$ cat src/logic/pipe_pkg.sv
// Shared types for the five-stage RV32I subset pipeline
package pipe_pkg;

    typedef logic [31:0] xlen_t;
    typedef logic [4:0]  reg_idx_t;

    // RV32I major opcodes handled by the decoder
    typedef enum logic [6:0] {
        OPC_OP     = 7'b0110011,
        OPC_OP_IMM = 7'b0010011,
        OPC_LUI    = 7'b0110111,
        OPC_BRANCH = 7'b1100011
    } opcode_e;

    typedef enum logic [2:0] {
        ALU_ADD,
        ALU_SUB,
        ALU_AND,
        ALU_OR,
        ALU_XOR,
        ALU_PASS_IMM
    } alu_op_e;

    typedef enum logic [1:0] {
        BR_NONE,
        BR_EQ,
        BR_NE
    } branch_op_e;

    // Instruction cache request, one-cycle strobe
    typedef struct packed {
        logic  valid;
        xlen_t addr;
    } icache_req_t;

    // Instruction cache response, one-cycle strobe
    typedef struct packed {
        logic  valid;
        xlen_t instr;
    } icache_resp_t;

    typedef struct packed {
        logic  valid;
        xlen_t pc;
        xlen_t instr;
    } if_id_t;

    // Decoded instruction
    typedef struct packed {
        logic       valid;
        xlen_t      pc;
        reg_idx_t   rd;
        reg_idx_t   rs1;
        reg_idx_t   rs2;
        xlen_t      imm;
        logic       use_imm;
        alu_op_e    alu_op;
        branch_op_e branch_op;
        logic       we;
    } id_rr_t;

    // Decoded instruction with its register operands
    typedef struct packed {
        id_rr_t instr;
        xlen_t  data_rs1;
        xlen_t  data_rs2;
    } rr_exe_t;

    // Execute result, also the retired instruction on the commit port
    typedef struct packed {
        logic     valid;
        xlen_t    pc;
        logic     we;
        reg_idx_t rd;
        xlen_t    data;
    } commit_t;

    typedef struct packed {
        logic  valid;
        xlen_t target;
    } redirect_t;

endpackage

$ cat src/logic/fetch_stage.sv
// Fetch stage: PC, instruction cache requests and discard of stale responses
`timescale 1ns/1ps

module fetch_stage #(
    parameter pipe_pkg::xlen_t RESET_PC = '0
) (
    input  logic                   clk_i,
    input  logic                   rstn_i,
    input  pipe_pkg::icache_resp_t icache_resp_i,
    input  pipe_pkg::redirect_t    redirect_i,
    output pipe_pkg::icache_req_t  icache_req_o,
    output pipe_pkg::if_id_t       fetch_o
);
    import pipe_pkg::*;

    // Address of the request in flight or about to go out
    xlen_t pc_q;
    xlen_t pc_d;
    logic  req_q;
    logic  req_d;
    // Waiting for a response, not counting the request cycle itself
    logic  pending_q;
    logic  pending_d;
    // Outstanding request belongs to a flushed path
    logic  stale_q;
    logic  stale_d;
    logic  resp_fire;
    logic  resp_keep;
    logic  outstanding;

    assign resp_fire   = pending_q && icache_resp_i.valid;
    assign resp_keep   = resp_fire && !stale_q;
    assign outstanding = req_q || (pending_q && !resp_fire);

    always_comb begin
        // Idle after reset, or the previous fetch just finished
        req_d     = (!pending_q && !req_q) || resp_fire;
        pending_d = req_q || (pending_q && !resp_fire);

        stale_d = stale_q;
        if (resp_fire) begin
            stale_d = 1'b0;
        end
        if (redirect_i.valid && outstanding) begin
            stale_d = 1'b1;
        end

        pc_d = pc_q;
        if (resp_keep) begin
            pc_d = pc_q + 32'd4;
        end
        // Redirect wins over sequential fetch
        if (redirect_i.valid) begin
            pc_d = redirect_i.target;
        end
    end

    always_ff @(posedge clk_i or negedge rstn_i) begin
        if (!rstn_i) begin
            pc_q      <= RESET_PC;
            req_q     <= 1'b0;
            pending_q <= 1'b0;
            stale_q   <= 1'b0;
        end else begin
            pc_q      <= pc_d;
            req_q     <= req_d;
            pending_q <= pending_d;
            stale_q   <= stale_d;
        end
    end

    assign icache_req_o.valid = req_q;
    assign icache_req_o.addr  = pc_q;

    assign fetch_o.valid = resp_keep;
    assign fetch_o.pc    = pc_q;
    assign fetch_o.instr = icache_resp_i.instr;

endmodule

$ cat src/logic/decoder.sv
// Instruction decoder for the supported RV32I subset
`timescale 1ns/1ps

module decoder (
    input  pipe_pkg::if_id_t fetch_i,
    output pipe_pkg::id_rr_t decode_o
);
    import pipe_pkg::*;

    opcode_e     opcode;
    logic [2:0]  funct3;
    logic [6:0]  funct7;
    xlen_t       imm_i;
    xlen_t       imm_u;
    xlen_t       imm_b;
    xlen_t       word;

    assign word   = fetch_i.instr;
    assign opcode = opcode_e'(word[6:0]);
    assign funct3 = word[14:12];
    assign funct7 = word[31:25];

    // Sign-extended immediate formats
    assign imm_i = {{20{word[31]}}, word[31:20]};
    assign imm_u = {word[31:12], 12'b0};
    assign imm_b = {{19{word[31]}}, word[31], word[7], word[30:25], word[11:8], 1'b0};

    always_comb begin
        // Default is a no-op that still retires
        decode_o           = '0;
        decode_o.valid     = fetch_i.valid;
        decode_o.pc        = fetch_i.pc;
        decode_o.alu_op    = ALU_ADD;
        decode_o.branch_op = BR_NONE;

        case (opcode)
            OPC_OP: begin
                decode_o.rd  = word[11:7];
                decode_o.rs1 = word[19:15];
                decode_o.rs2 = word[24:20];
                decode_o.we  = 1'b1;
                if (funct7 == 7'b0000000 && funct3 == 3'b000) begin
                    decode_o.alu_op = ALU_ADD;
                end else if (funct7 == 7'b0100000 && funct3 == 3'b000) begin
                    decode_o.alu_op = ALU_SUB;
                end else if (funct7 == 7'b0000000 && funct3 == 3'b100) begin
                    decode_o.alu_op = ALU_XOR;
                end else if (funct7 == 7'b0000000 && funct3 == 3'b110) begin
                    decode_o.alu_op = ALU_OR;
                end else if (funct7 == 7'b0000000 && funct3 == 3'b111) begin
                    decode_o.alu_op = ALU_AND;
                end else begin
                    // Not in the subset
                    decode_o.rd  = '0;
                    decode_o.rs1 = '0;
                    decode_o.rs2 = '0;
                    decode_o.we  = 1'b0;
                end
            end
            OPC_OP_IMM: begin
                // Only ADDI
                if (funct3 == 3'b000) begin
                    decode_o.rd      = word[11:7];
                    decode_o.rs1     = word[19:15];
                    decode_o.imm     = imm_i;
                    decode_o.use_imm = 1'b1;
                    decode_o.we      = 1'b1;
                end
            end
            OPC_LUI: begin
                decode_o.rd      = word[11:7];
                decode_o.imm     = imm_u;
                decode_o.use_imm = 1'b1;
                decode_o.alu_op  = ALU_PASS_IMM;
                decode_o.we      = 1'b1;
            end
            OPC_BRANCH: begin
                if (funct3 == 3'b000 || funct3 == 3'b001) begin
                    decode_o.rs1       = word[19:15];
                    decode_o.rs2       = word[24:20];
                    decode_o.imm       = imm_b;
                    decode_o.branch_op = (funct3 == 3'b000) ? BR_EQ : BR_NE;
                end
            end
            default: begin
                decode_o.we = 1'b0;
            end
        endcase
    end

endmodule

$ cat src/logic/regfile.sv
// Register file, 32 x 32 bits with x0 fixed at zero and write-through reads
`timescale 1ns/1ps

module regfile (
    input  logic               clk_i,
    input  logic               rstn_i,
    input  pipe_pkg::commit_t  write_i,
    input  pipe_pkg::reg_idx_t rs1_i,
    input  pipe_pkg::reg_idx_t rs2_i,
    output pipe_pkg::xlen_t    rs1_data_o,
    output pipe_pkg::xlen_t    rs2_data_o
);
    import pipe_pkg::*;

    xlen_t regs_q [32];
    logic  wr_en;

    // x0 is never written
    assign wr_en = write_i.valid && write_i.we && (write_i.rd != '0);

    always_ff @(posedge clk_i or negedge rstn_i) begin
        if (!rstn_i) begin
            for (int i = 0; i < 32; i++) begin
                regs_q[i] <= '0;
            end
        end else if (wr_en) begin
            regs_q[write_i.rd] <= write_i.data;
        end
    end

    // Same-cycle write is visible on the read ports
    assign rs1_data_o = (wr_en && write_i.rd == rs1_i) ? write_i.data : regs_q[rs1_i];
    assign rs2_data_o = (wr_en && write_i.rd == rs2_i) ? write_i.data : regs_q[rs2_i];

endmodule

$ cat src/logic/exe_stage.sv
// Execute stage: forwarding from writeback, ALU and branch resolution
`timescale 1ns/1ps

module exe_stage (
    input  pipe_pkg::rr_exe_t   from_rr_i,
    input  pipe_pkg::commit_t   from_wb_i,
    output pipe_pkg::commit_t   to_wb_o,
    output pipe_pkg::redirect_t redirect_o
);
    import pipe_pkg::*;

    id_rr_t instr;
    xlen_t  op_a;
    xlen_t  op_b;
    xlen_t  rs2_val;
    xlen_t  result;
    logic   taken;

    // Pick the writeback value when it targets this source register
    function automatic xlen_t forward(input reg_idx_t src, input xlen_t rf_data,
                                      input commit_t wb);
        xlen_t val;
        val = rf_data;
        if (wb.valid && wb.we && (wb.rd != '0) && (wb.rd == src)) begin
            val = wb.data;
        end
        return val;
    endfunction

    assign instr   = from_rr_i.instr;
    assign op_a    = forward(instr.rs1, from_rr_i.data_rs1, from_wb_i);
    assign rs2_val = forward(instr.rs2, from_rr_i.data_rs2, from_wb_i);
    assign op_b    = instr.use_imm ? instr.imm : rs2_val;

    always_comb begin
        case (instr.alu_op)
            ALU_ADD:      result = op_a + op_b;
            ALU_SUB:      result = op_a - op_b;
            ALU_AND:      result = op_a & op_b;
            ALU_OR:       result = op_a | op_b;
            ALU_XOR:      result = op_a ^ op_b;
            ALU_PASS_IMM: result = instr.imm;
            default:      result = '0;
        endcase
    end

    // Branches compare the two register operands
    always_comb begin
        case (instr.branch_op)
            BR_EQ:   taken = instr.valid && (op_a == rs2_val);
            BR_NE:   taken = instr.valid && (op_a != rs2_val);
            default: taken = 1'b0;
        endcase
    end

    assign redirect_o.valid  = taken;
    assign redirect_o.target = instr.pc + instr.imm;

    always_comb begin
        to_wb_o.valid = instr.valid;
        to_wb_o.pc    = instr.pc;
        to_wb_o.we    = instr.we;
        to_wb_o.rd    = instr.rd;
        // No data for instructions without a register write
        to_wb_o.data  = instr.we ? result : '0;
    end

endmodule

$ cat src/logic/datapath.sv
// Five-stage pipeline top: stage registers, flush on redirect and commit port
`timescale 1ns/1ps

module datapath #(
    parameter pipe_pkg::xlen_t RESET_PC = '0
) (
    input  logic                   clk_i,
    input  logic                   rstn_i,
    input  pipe_pkg::icache_resp_t icache_resp_i,
    output pipe_pkg::icache_req_t  icache_req_o,
    output pipe_pkg::commit_t      commit_o
);
    import pipe_pkg::*;

    // Stage registers, _d is the next value and _q the registered one
    if_id_t    fetch_out;
    if_id_t    if_id_d;
    if_id_t    if_id_q;
    id_rr_t    decode_out;
    id_rr_t    id_rr_d;
    id_rr_t    id_rr_q;
    rr_exe_t   rr_exe_d;
    rr_exe_t   rr_exe_q;
    commit_t   exe_wb_d;
    commit_t   exe_wb_q;
    redirect_t redirect;
    xlen_t     rs1_data;
    xlen_t     rs2_data;

    fetch_stage #(
        .RESET_PC (RESET_PC)
    ) u_fetch (
        .clk_i         (clk_i),
        .rstn_i        (rstn_i),
        .icache_resp_i (icache_resp_i),
        .redirect_i    (redirect),
        .icache_req_o  (icache_req_o),
        .fetch_o       (fetch_out)
    );

    decoder u_decoder (
        .fetch_i  (if_id_q),
        .decode_o (decode_out)
    );

    regfile u_regfile (
        .clk_i      (clk_i),
        .rstn_i     (rstn_i),
        .write_i    (exe_wb_q),
        .rs1_i      (id_rr_q.rs1),
        .rs2_i      (id_rr_q.rs2),
        .rs1_data_o (rs1_data),
        .rs2_data_o (rs2_data)
    );

    exe_stage u_exe (
        .from_rr_i  (rr_exe_q),
        .from_wb_i  (exe_wb_q),
        .to_wb_o    (exe_wb_d),
        .redirect_o (redirect)
    );

    // A taken branch drops everything younger than execute
    always_comb begin
        if_id_d       = fetch_out;
        if_id_d.valid = fetch_out.valid && !redirect.valid;

        id_rr_d       = decode_out;
        id_rr_d.valid = decode_out.valid && !redirect.valid;

        rr_exe_d.instr       = id_rr_q;
        rr_exe_d.instr.valid = id_rr_q.valid && !redirect.valid;
        rr_exe_d.data_rs1    = rs1_data;
        rr_exe_d.data_rs2    = rs2_data;
    end

    always_ff @(posedge clk_i or negedge rstn_i) begin
        if (!rstn_i) begin
            if_id_q  <= '0;
            id_rr_q  <= '0;
            rr_exe_q <= '0;
            exe_wb_q <= '0;
        end else begin
            if_id_q  <= if_id_d;
            id_rr_q  <= id_rr_d;
            rr_exe_q <= rr_exe_d;
            exe_wb_q <= exe_wb_d;
        end
    end

    // Writeback entry retires here
    assign commit_o = exe_wb_q;

endmodule

$ cat config.mk
export PLATFORM = sky130hd
export DESIGN_NAME = datapath
export DESIGN_NICKNAME = d
export VERILOG_FILES = /design/src/logic/pipe_pkg.sv /design/src/logic/fetch_stage.sv /design/src/logic/decoder.sv /design/src/logic/regfile.sv /design/src/logic/exe_stage.sv /design/src/logic/datapath.sv
export SDC_FILE = /design/constraint.sdc
export NUM_CORES = 2
export LEC_CHECK = 0
export BUFFER_PORTS_ARGS = -buffer_cell sky130_fd_sc_hd__buf_4
export CELL_PAD_IN_SITES_DETAIL_PLACEMENT = 1
export CELL_PAD_IN_SITES_GLOBAL_PLACEMENT = 2
export CORE_MARGIN = 3
export CORE_UTILIZATION = 46
export CTS_CLUSTER_SIZE = 25
export DETAILED_ROUTE_END_ITERATION = 6
export GPL_TIMING_DRIVEN = 0
export PLACE_DENSITY_LB_ADDON = 0.1
export SYNTH_ARGS = -nofsm -noshare
export SYNTH_HDL_FRONTEND = slang
export SYNTH_SLANG_ARGS = --single-unit
$ cat constraint.sdc
create_clock -name clk_i -period 6.6 [get_ports clk_i]
set_clock_uncertainty 0.15 [all_clocks]
set_input_delay 0.99 -clock clk_i [delete_from_list [all_inputs] [get_ports clk_i]]
set_output_delay 0.99 -clock clk_i [all_outputs]
set_load 0.03 [all_outputs]
==> reports/results.env <==
CTSROOTBUFFERMASTER='sky130_fd_sc_hd__clkbuf_16'
CELLPOWERDENSITY_nW_PER_UM2=241
SETUP-TNS-FINAL_NS=0
VIA_COUNT=49800
MAXSLEWHEADROOM_PCT=-6.79
YS_ASYNC_SR_FRACTION_PCT=100
PRE_CTS_SLACK_NS=-1.62
POSTLAYOUTCOREUTIL_PCT=52.8
RUN_STATUS='finished, violations left'
ROUTE.DETAILED.WL_PER_INST_UM=34.7
SYN-MEAN-INSTANCE-AREA_SQ_UM=14.3
HTREE_LEVELS=4
MIN_SETUP_SLACK_POST_ROUTE_NS=0.148
IR_DROP_mV=0.254
NUMBER_OF_NETS_IN_THE_LAYOUT=5694
IO_BUFFER_COUNT=138
SYNTH_FLOP_CELL='sky130_fd_sc_hd__dfrtp_1'
FAILED_CHECKS='capacitance limit, slew limit'
GRT_PASS1_VIAS=52600
DRC=0
COREAREA_SQ_UM=159000
SYN_NETS=5377
POST_SYNTH_INST_COUNT=5212
ROW_COUNT=146
ROUTABILITYCONGESTION=0.920
PLACED_CELLS_INCL_TAPS=7510
PIN_COUNT=139
DP.FINAL_HPWL_UM=201000
DRV.MAX_CAP_VIOLATION_COUNT=4
WORST_EP_ARRIVAL_TIME_NS=6.94
CTS_BUFFERS=160
CLKLATENCYLATEPIN_NS=0.81
CRITICAL_PATH_SOURCE_TYPE='flop'
ROUTED_VIAS_INST=6.38
FINAL_HOLD_VIOL_COUNT=0
CRIT_PATH_CATEGORY='reg2reg'
SYNTH_EDF_COUNT=0
NETLIST-CELL-TYPE-COUNT=79
CLOCK_TREE_FROM_TRITONCTS='yes'
FINAL_CELL_COUNT_NO_FILL=7807
POWER.LEAKAGE_nW=38.0
CLOCKBUFFERDEPTH=3
WORST_SLEW_PIN_SLEW_NS=1.60
CTS.SINK_COUNT=1433
POST_SYNTH_INSTANCE_AREA_SQ_UM=74400
GRT-OVFL-TOTAL=0
SLEW_VIOL_FINAL=34
GRT_ANTENNA_BEFORE_REPAIR=9
MAXCLOCKFREQUENCY_MHz=155
PIN_COUNT_OF_THE_BIGGEST_NET_ENTERING_GLOBAL_ROUTING=180
POST_ROUTE_CELLS_DRIVE_ABOVE_1_SHARE_PCT=37.9
FINALWORSTPATHREQUIREDPERIOD_NS=6.45
TIMING.FINAL.CRIT_SHARE_PCT=97.8
AREA_DELTA_SYNTH_FINAL_PCT=13.2
HOLD_SLACK_NS=0.137
GLOBALROUTETOTALUTIL_PCT=32.7
INITIAL_CORE_UTIL_PCT=46.6
DESIGN.DIE.AREA_SQ_UM=167000
CRIT_REQUIRED_NS=7.09
SYNTH.YOSYS.WARNINGS=0
DRT_ITER0_DRC=4635
CP_MAX_FO=19
SYNTH.YOSYS.SEQ_AREA_SHARE_PCT=48.2
DETAIL_ROUTE.WIRELENGTH_UM=271000
CLK_PIN_SLEW_NS=0.06
GRT_PASS1_WL_UM=391000
DETAILEDROUTE.FIRSTPASSITERATIONCOUNT=6
DIE-HEIGHT_UM=408
WORST_HOLD_CLASS='in2reg'
CRITICAL_PATH.ENDPOINT_TYPE='flop'
SETUP_VIOL=0
ANT_NETS=0
YOSYS_REGISTER_BITS=1433
DIEWIDTH_UM=408
-- metrics by stage --
step | power (W) | instance area [sq um]
2_1_floorplan | 0.0103 | 74400
6_report | 0.0203 | 84200
3_3_place_gp | 0.0110 | 78100
3_5_place_dp | 0.0110 | 78500
5_1_grt | 0.0210 | 84200
4_1_cts | 0.0204 | 84100
-- routing by layer --
metal  GRT usage, %  up-vias  part of all wire, %
met3           5.88      511                  6.3
met4           13.6        4                  4.6
met1           45.4    27200                   43
li1               -    20200                    -
met2           50.8     1791                   46
met5              0        -                0.012
-- cells in the final DEF, fill, tap and decap left out, types with 43 or more instances in the layout --
master / netlist / final
sky130_fd_sc_hd__mux2i_1: 158 / 156
sky130_fd_sc_hd__xor2_1: 67 / 64
sky130_fd_sc_hd__nand2_1: 180 / 179
sky130_fd_sc_hd__mux2_2: 953 / 953
sky130_fd_sc_hd__dfrtp_1: 1433 / 1433
sky130_fd_sc_hd__a21o_1: 43 / 43
sky130_fd_sc_hd__clkbuf_16: 0 / 166
sky130_fd_sc_hd__ha_1: 128 / 128
sky130_fd_sc_hd__a21oi_1: 166 / 166
sky130_fd_sc_hd__mux4_2: 640 / 640
sky130_fd_sc_hd__o21ai_0: 148 / 140
sky130_fd_sc_hd__buf_4: 37 / 184
sky130_fd_sc_hd__nor2_1: 152 / 151
sky130_fd_sc_hd__buf_1: 69 / 53
sky130_fd_sc_hd__clkbuf_1: 388 / 400
sky130_fd_sc_hd__inv_1: 97 / 97
sky130_fd_sc_hd__xnor2_1: 103 / 103
-- layout make-up --
type                            count  area (sq um)
Antenna cell                        2          5.00
Clock buffer                      231          4770
Buffer                            513          2180
Tap cell                         2146          2690
Sequential cell                  1433         35900
Clock inverter                     61           743
Inverter                           98           368
Multi-Input combinational cell   3165         36200
Timing Repair Buffer              158          1420
Fill cell                       15500         75300
-- cell usage after synthesis (10+ instances only) --
master                        n  area share (%)
sky130_fd_sc_hd__dfrtp_1   1433              48
sky130_fd_sc_hd__mux2_2     953              14
sky130_fd_sc_hd__mux4_2     640              19
sky130_fd_sc_hd__clkbuf_1   388             2.0
sky130_fd_sc_hd__nand2_1    180            0.91
sky130_fd_sc_hd__a21oi_1    166             1.1
sky130_fd_sc_hd__mux2i_1    158             2.1
sky130_fd_sc_hd__nor2_1     152            0.77
sky130_fd_sc_hd__o21ai_0    148             1.0
sky130_fd_sc_hd__ha_1       128             2.2
sky130_fd_sc_hd__xnor2_1    103             1.2
sky130_fd_sc_hd__inv_1       97            0.49
sky130_fd_sc_hd__buf_1       69            0.35
sky130_fd_sc_hd__xor2_1      67            0.79
sky130_fd_sc_hd__a21o_1      43            0.43
sky130_fd_sc_hd__buf_4       37            0.37
sky130_fd_sc_hd__and2_1      36            0.30
sky130_fd_sc_hd__a221oi_1    35            0.41
sky130_fd_sc_hd__o22ai_1     34            0.29
sky130_fd_sc_hd__nand3_1     31            0.21
sky130_fd_sc_hd__nor3_1      30            0.20
sky130_fd_sc_hd__a22oi_1     25            0.25
sky130_fd_sc_hd__a22o_1      21            0.25
sky130_fd_sc_hd__o21a_1      17            0.17
sky130_fd_sc_hd__buf_2       16            0.11
sky130_fd_sc_hd__and3_1      15            0.13
sky130_fd_sc_hd__nor2b_1     13            0.11
sky130_fd_sc_hd__nand4_1     12            0.10
sky130_fd_sc_hd__a31oi_1     10           0.084
sky130_fd_sc_hd__o211ai_1    10            0.10
-- critical path, stage by stage, from the launching register on --
cell	delay [ns]
sky130_fd_sc_hd__dfrtp_1	0.45
sky130_fd_sc_hd__buf_2	0.24
sky130_fd_sc_hd__xor2_2	0.22
sky130_fd_sc_hd__a211oi_4	0.42
sky130_fd_sc_hd__nand2_4	0.19
sky130_fd_sc_hd__buf_4	0.24
sky130_fd_sc_hd__buf_4	0.22
sky130_fd_sc_hd__buf_6	0.22
sky130_fd_sc_hd__nor4_2	0.20
sky130_fd_sc_hd__a21oi_1	0.11
sky130_fd_sc_hd__o21a_1	0.20
sky130_fd_sc_hd__nor2_1	0.16
sky130_fd_sc_hd__nor2_1	0.09
sky130_fd_sc_hd__xnor2_1	0.17
sky130_fd_sc_hd__ha_1	0.36
sky130_fd_sc_hd__a21oi_1	0.25
sky130_fd_sc_hd__or3b_2	0.50
sky130_fd_sc_hd__o21ai_4	0.26
sky130_fd_sc_hd__a31oi_1	0.19
sky130_fd_sc_hd__or4_1	0.50
sky130_fd_sc_hd__a31o_2	0.30
sky130_fd_sc_hd__a21o_1	0.17
sky130_fd_sc_hd__a21oi_1	0.18
sky130_fd_sc_hd__xor2_1	0.17
sky130_fd_sc_hd__o22ai_1	0.13
-- timing repair --
action	CTS	global route
resized for setup	26	24
endpoints found under the hold margin	57	0
buffers inserted	3	0
endpoints found under the setup margin	19	7
pin swaps	3	2
hold buffers	1	0
-- sequential cells by signal, indices dropped and copies added (netlist names), 32 cells and up --
| signal | flops |
|---|---|
| commit_o | 71 |
| if_id_q | 65 |
| u_regfile.regs_q | 1024 |
| rr_exe_q | 151 |
| id_rr_q | 87 |
| u_fetch.pc_q | 32 |
-- path summary, 6_finish.rpt --
kind	depth (start not counted)	to	start	slack [ns]
worst min register to register	0	rr_exe_q[94]	id_rr_q[30]	0.19
worst max-delay path	24	commit_o[29]	commit_o[32]	0.15
min in group asynchronous	2	u_regfile.regs_q[456]	rstn_i	0.60
worst min-delay path	1	if_id_q[1]	icache_resp_i[1]	0.14
worst max register to register	24	commit_o[29]	commit_o[32]	0.15
max in group asynchronous	5	u_regfile.regs_q[697]	rstn_i	3.13
-- power by group --
group | leakage (nW) | switching [W] | internal, W
clock | 2.72 | 0.00386 | 0.00554
combinational | 15.9 | 0.000912 | 0.000557
sequential | 19.4 | 0.000257 | 0.00914
total | 38.0 | 0.00503 | 0.0152
-- cells by family (layout without fill, tap and decap cells) --
kind of cell | after synthesis | count (layout) | synth area share [%]
other | 0 | 2 | 0
adders and majority gates | 130 | 130 | 2.21
muxes | 1751 | 1751 | 35.9
DFF | 1433 | 1433 | 48.2
and+or+nand+nor | 535 | 535 | 3.41
xor gates and xnor gates | 170 | 170 | 2.00
AOI/OAI and AO/OA | 579 | 579 | 4.89
buffers and inverters | 614 | 1061 | 3.36
Note: power is estimated with default switching activity, not from simulation.
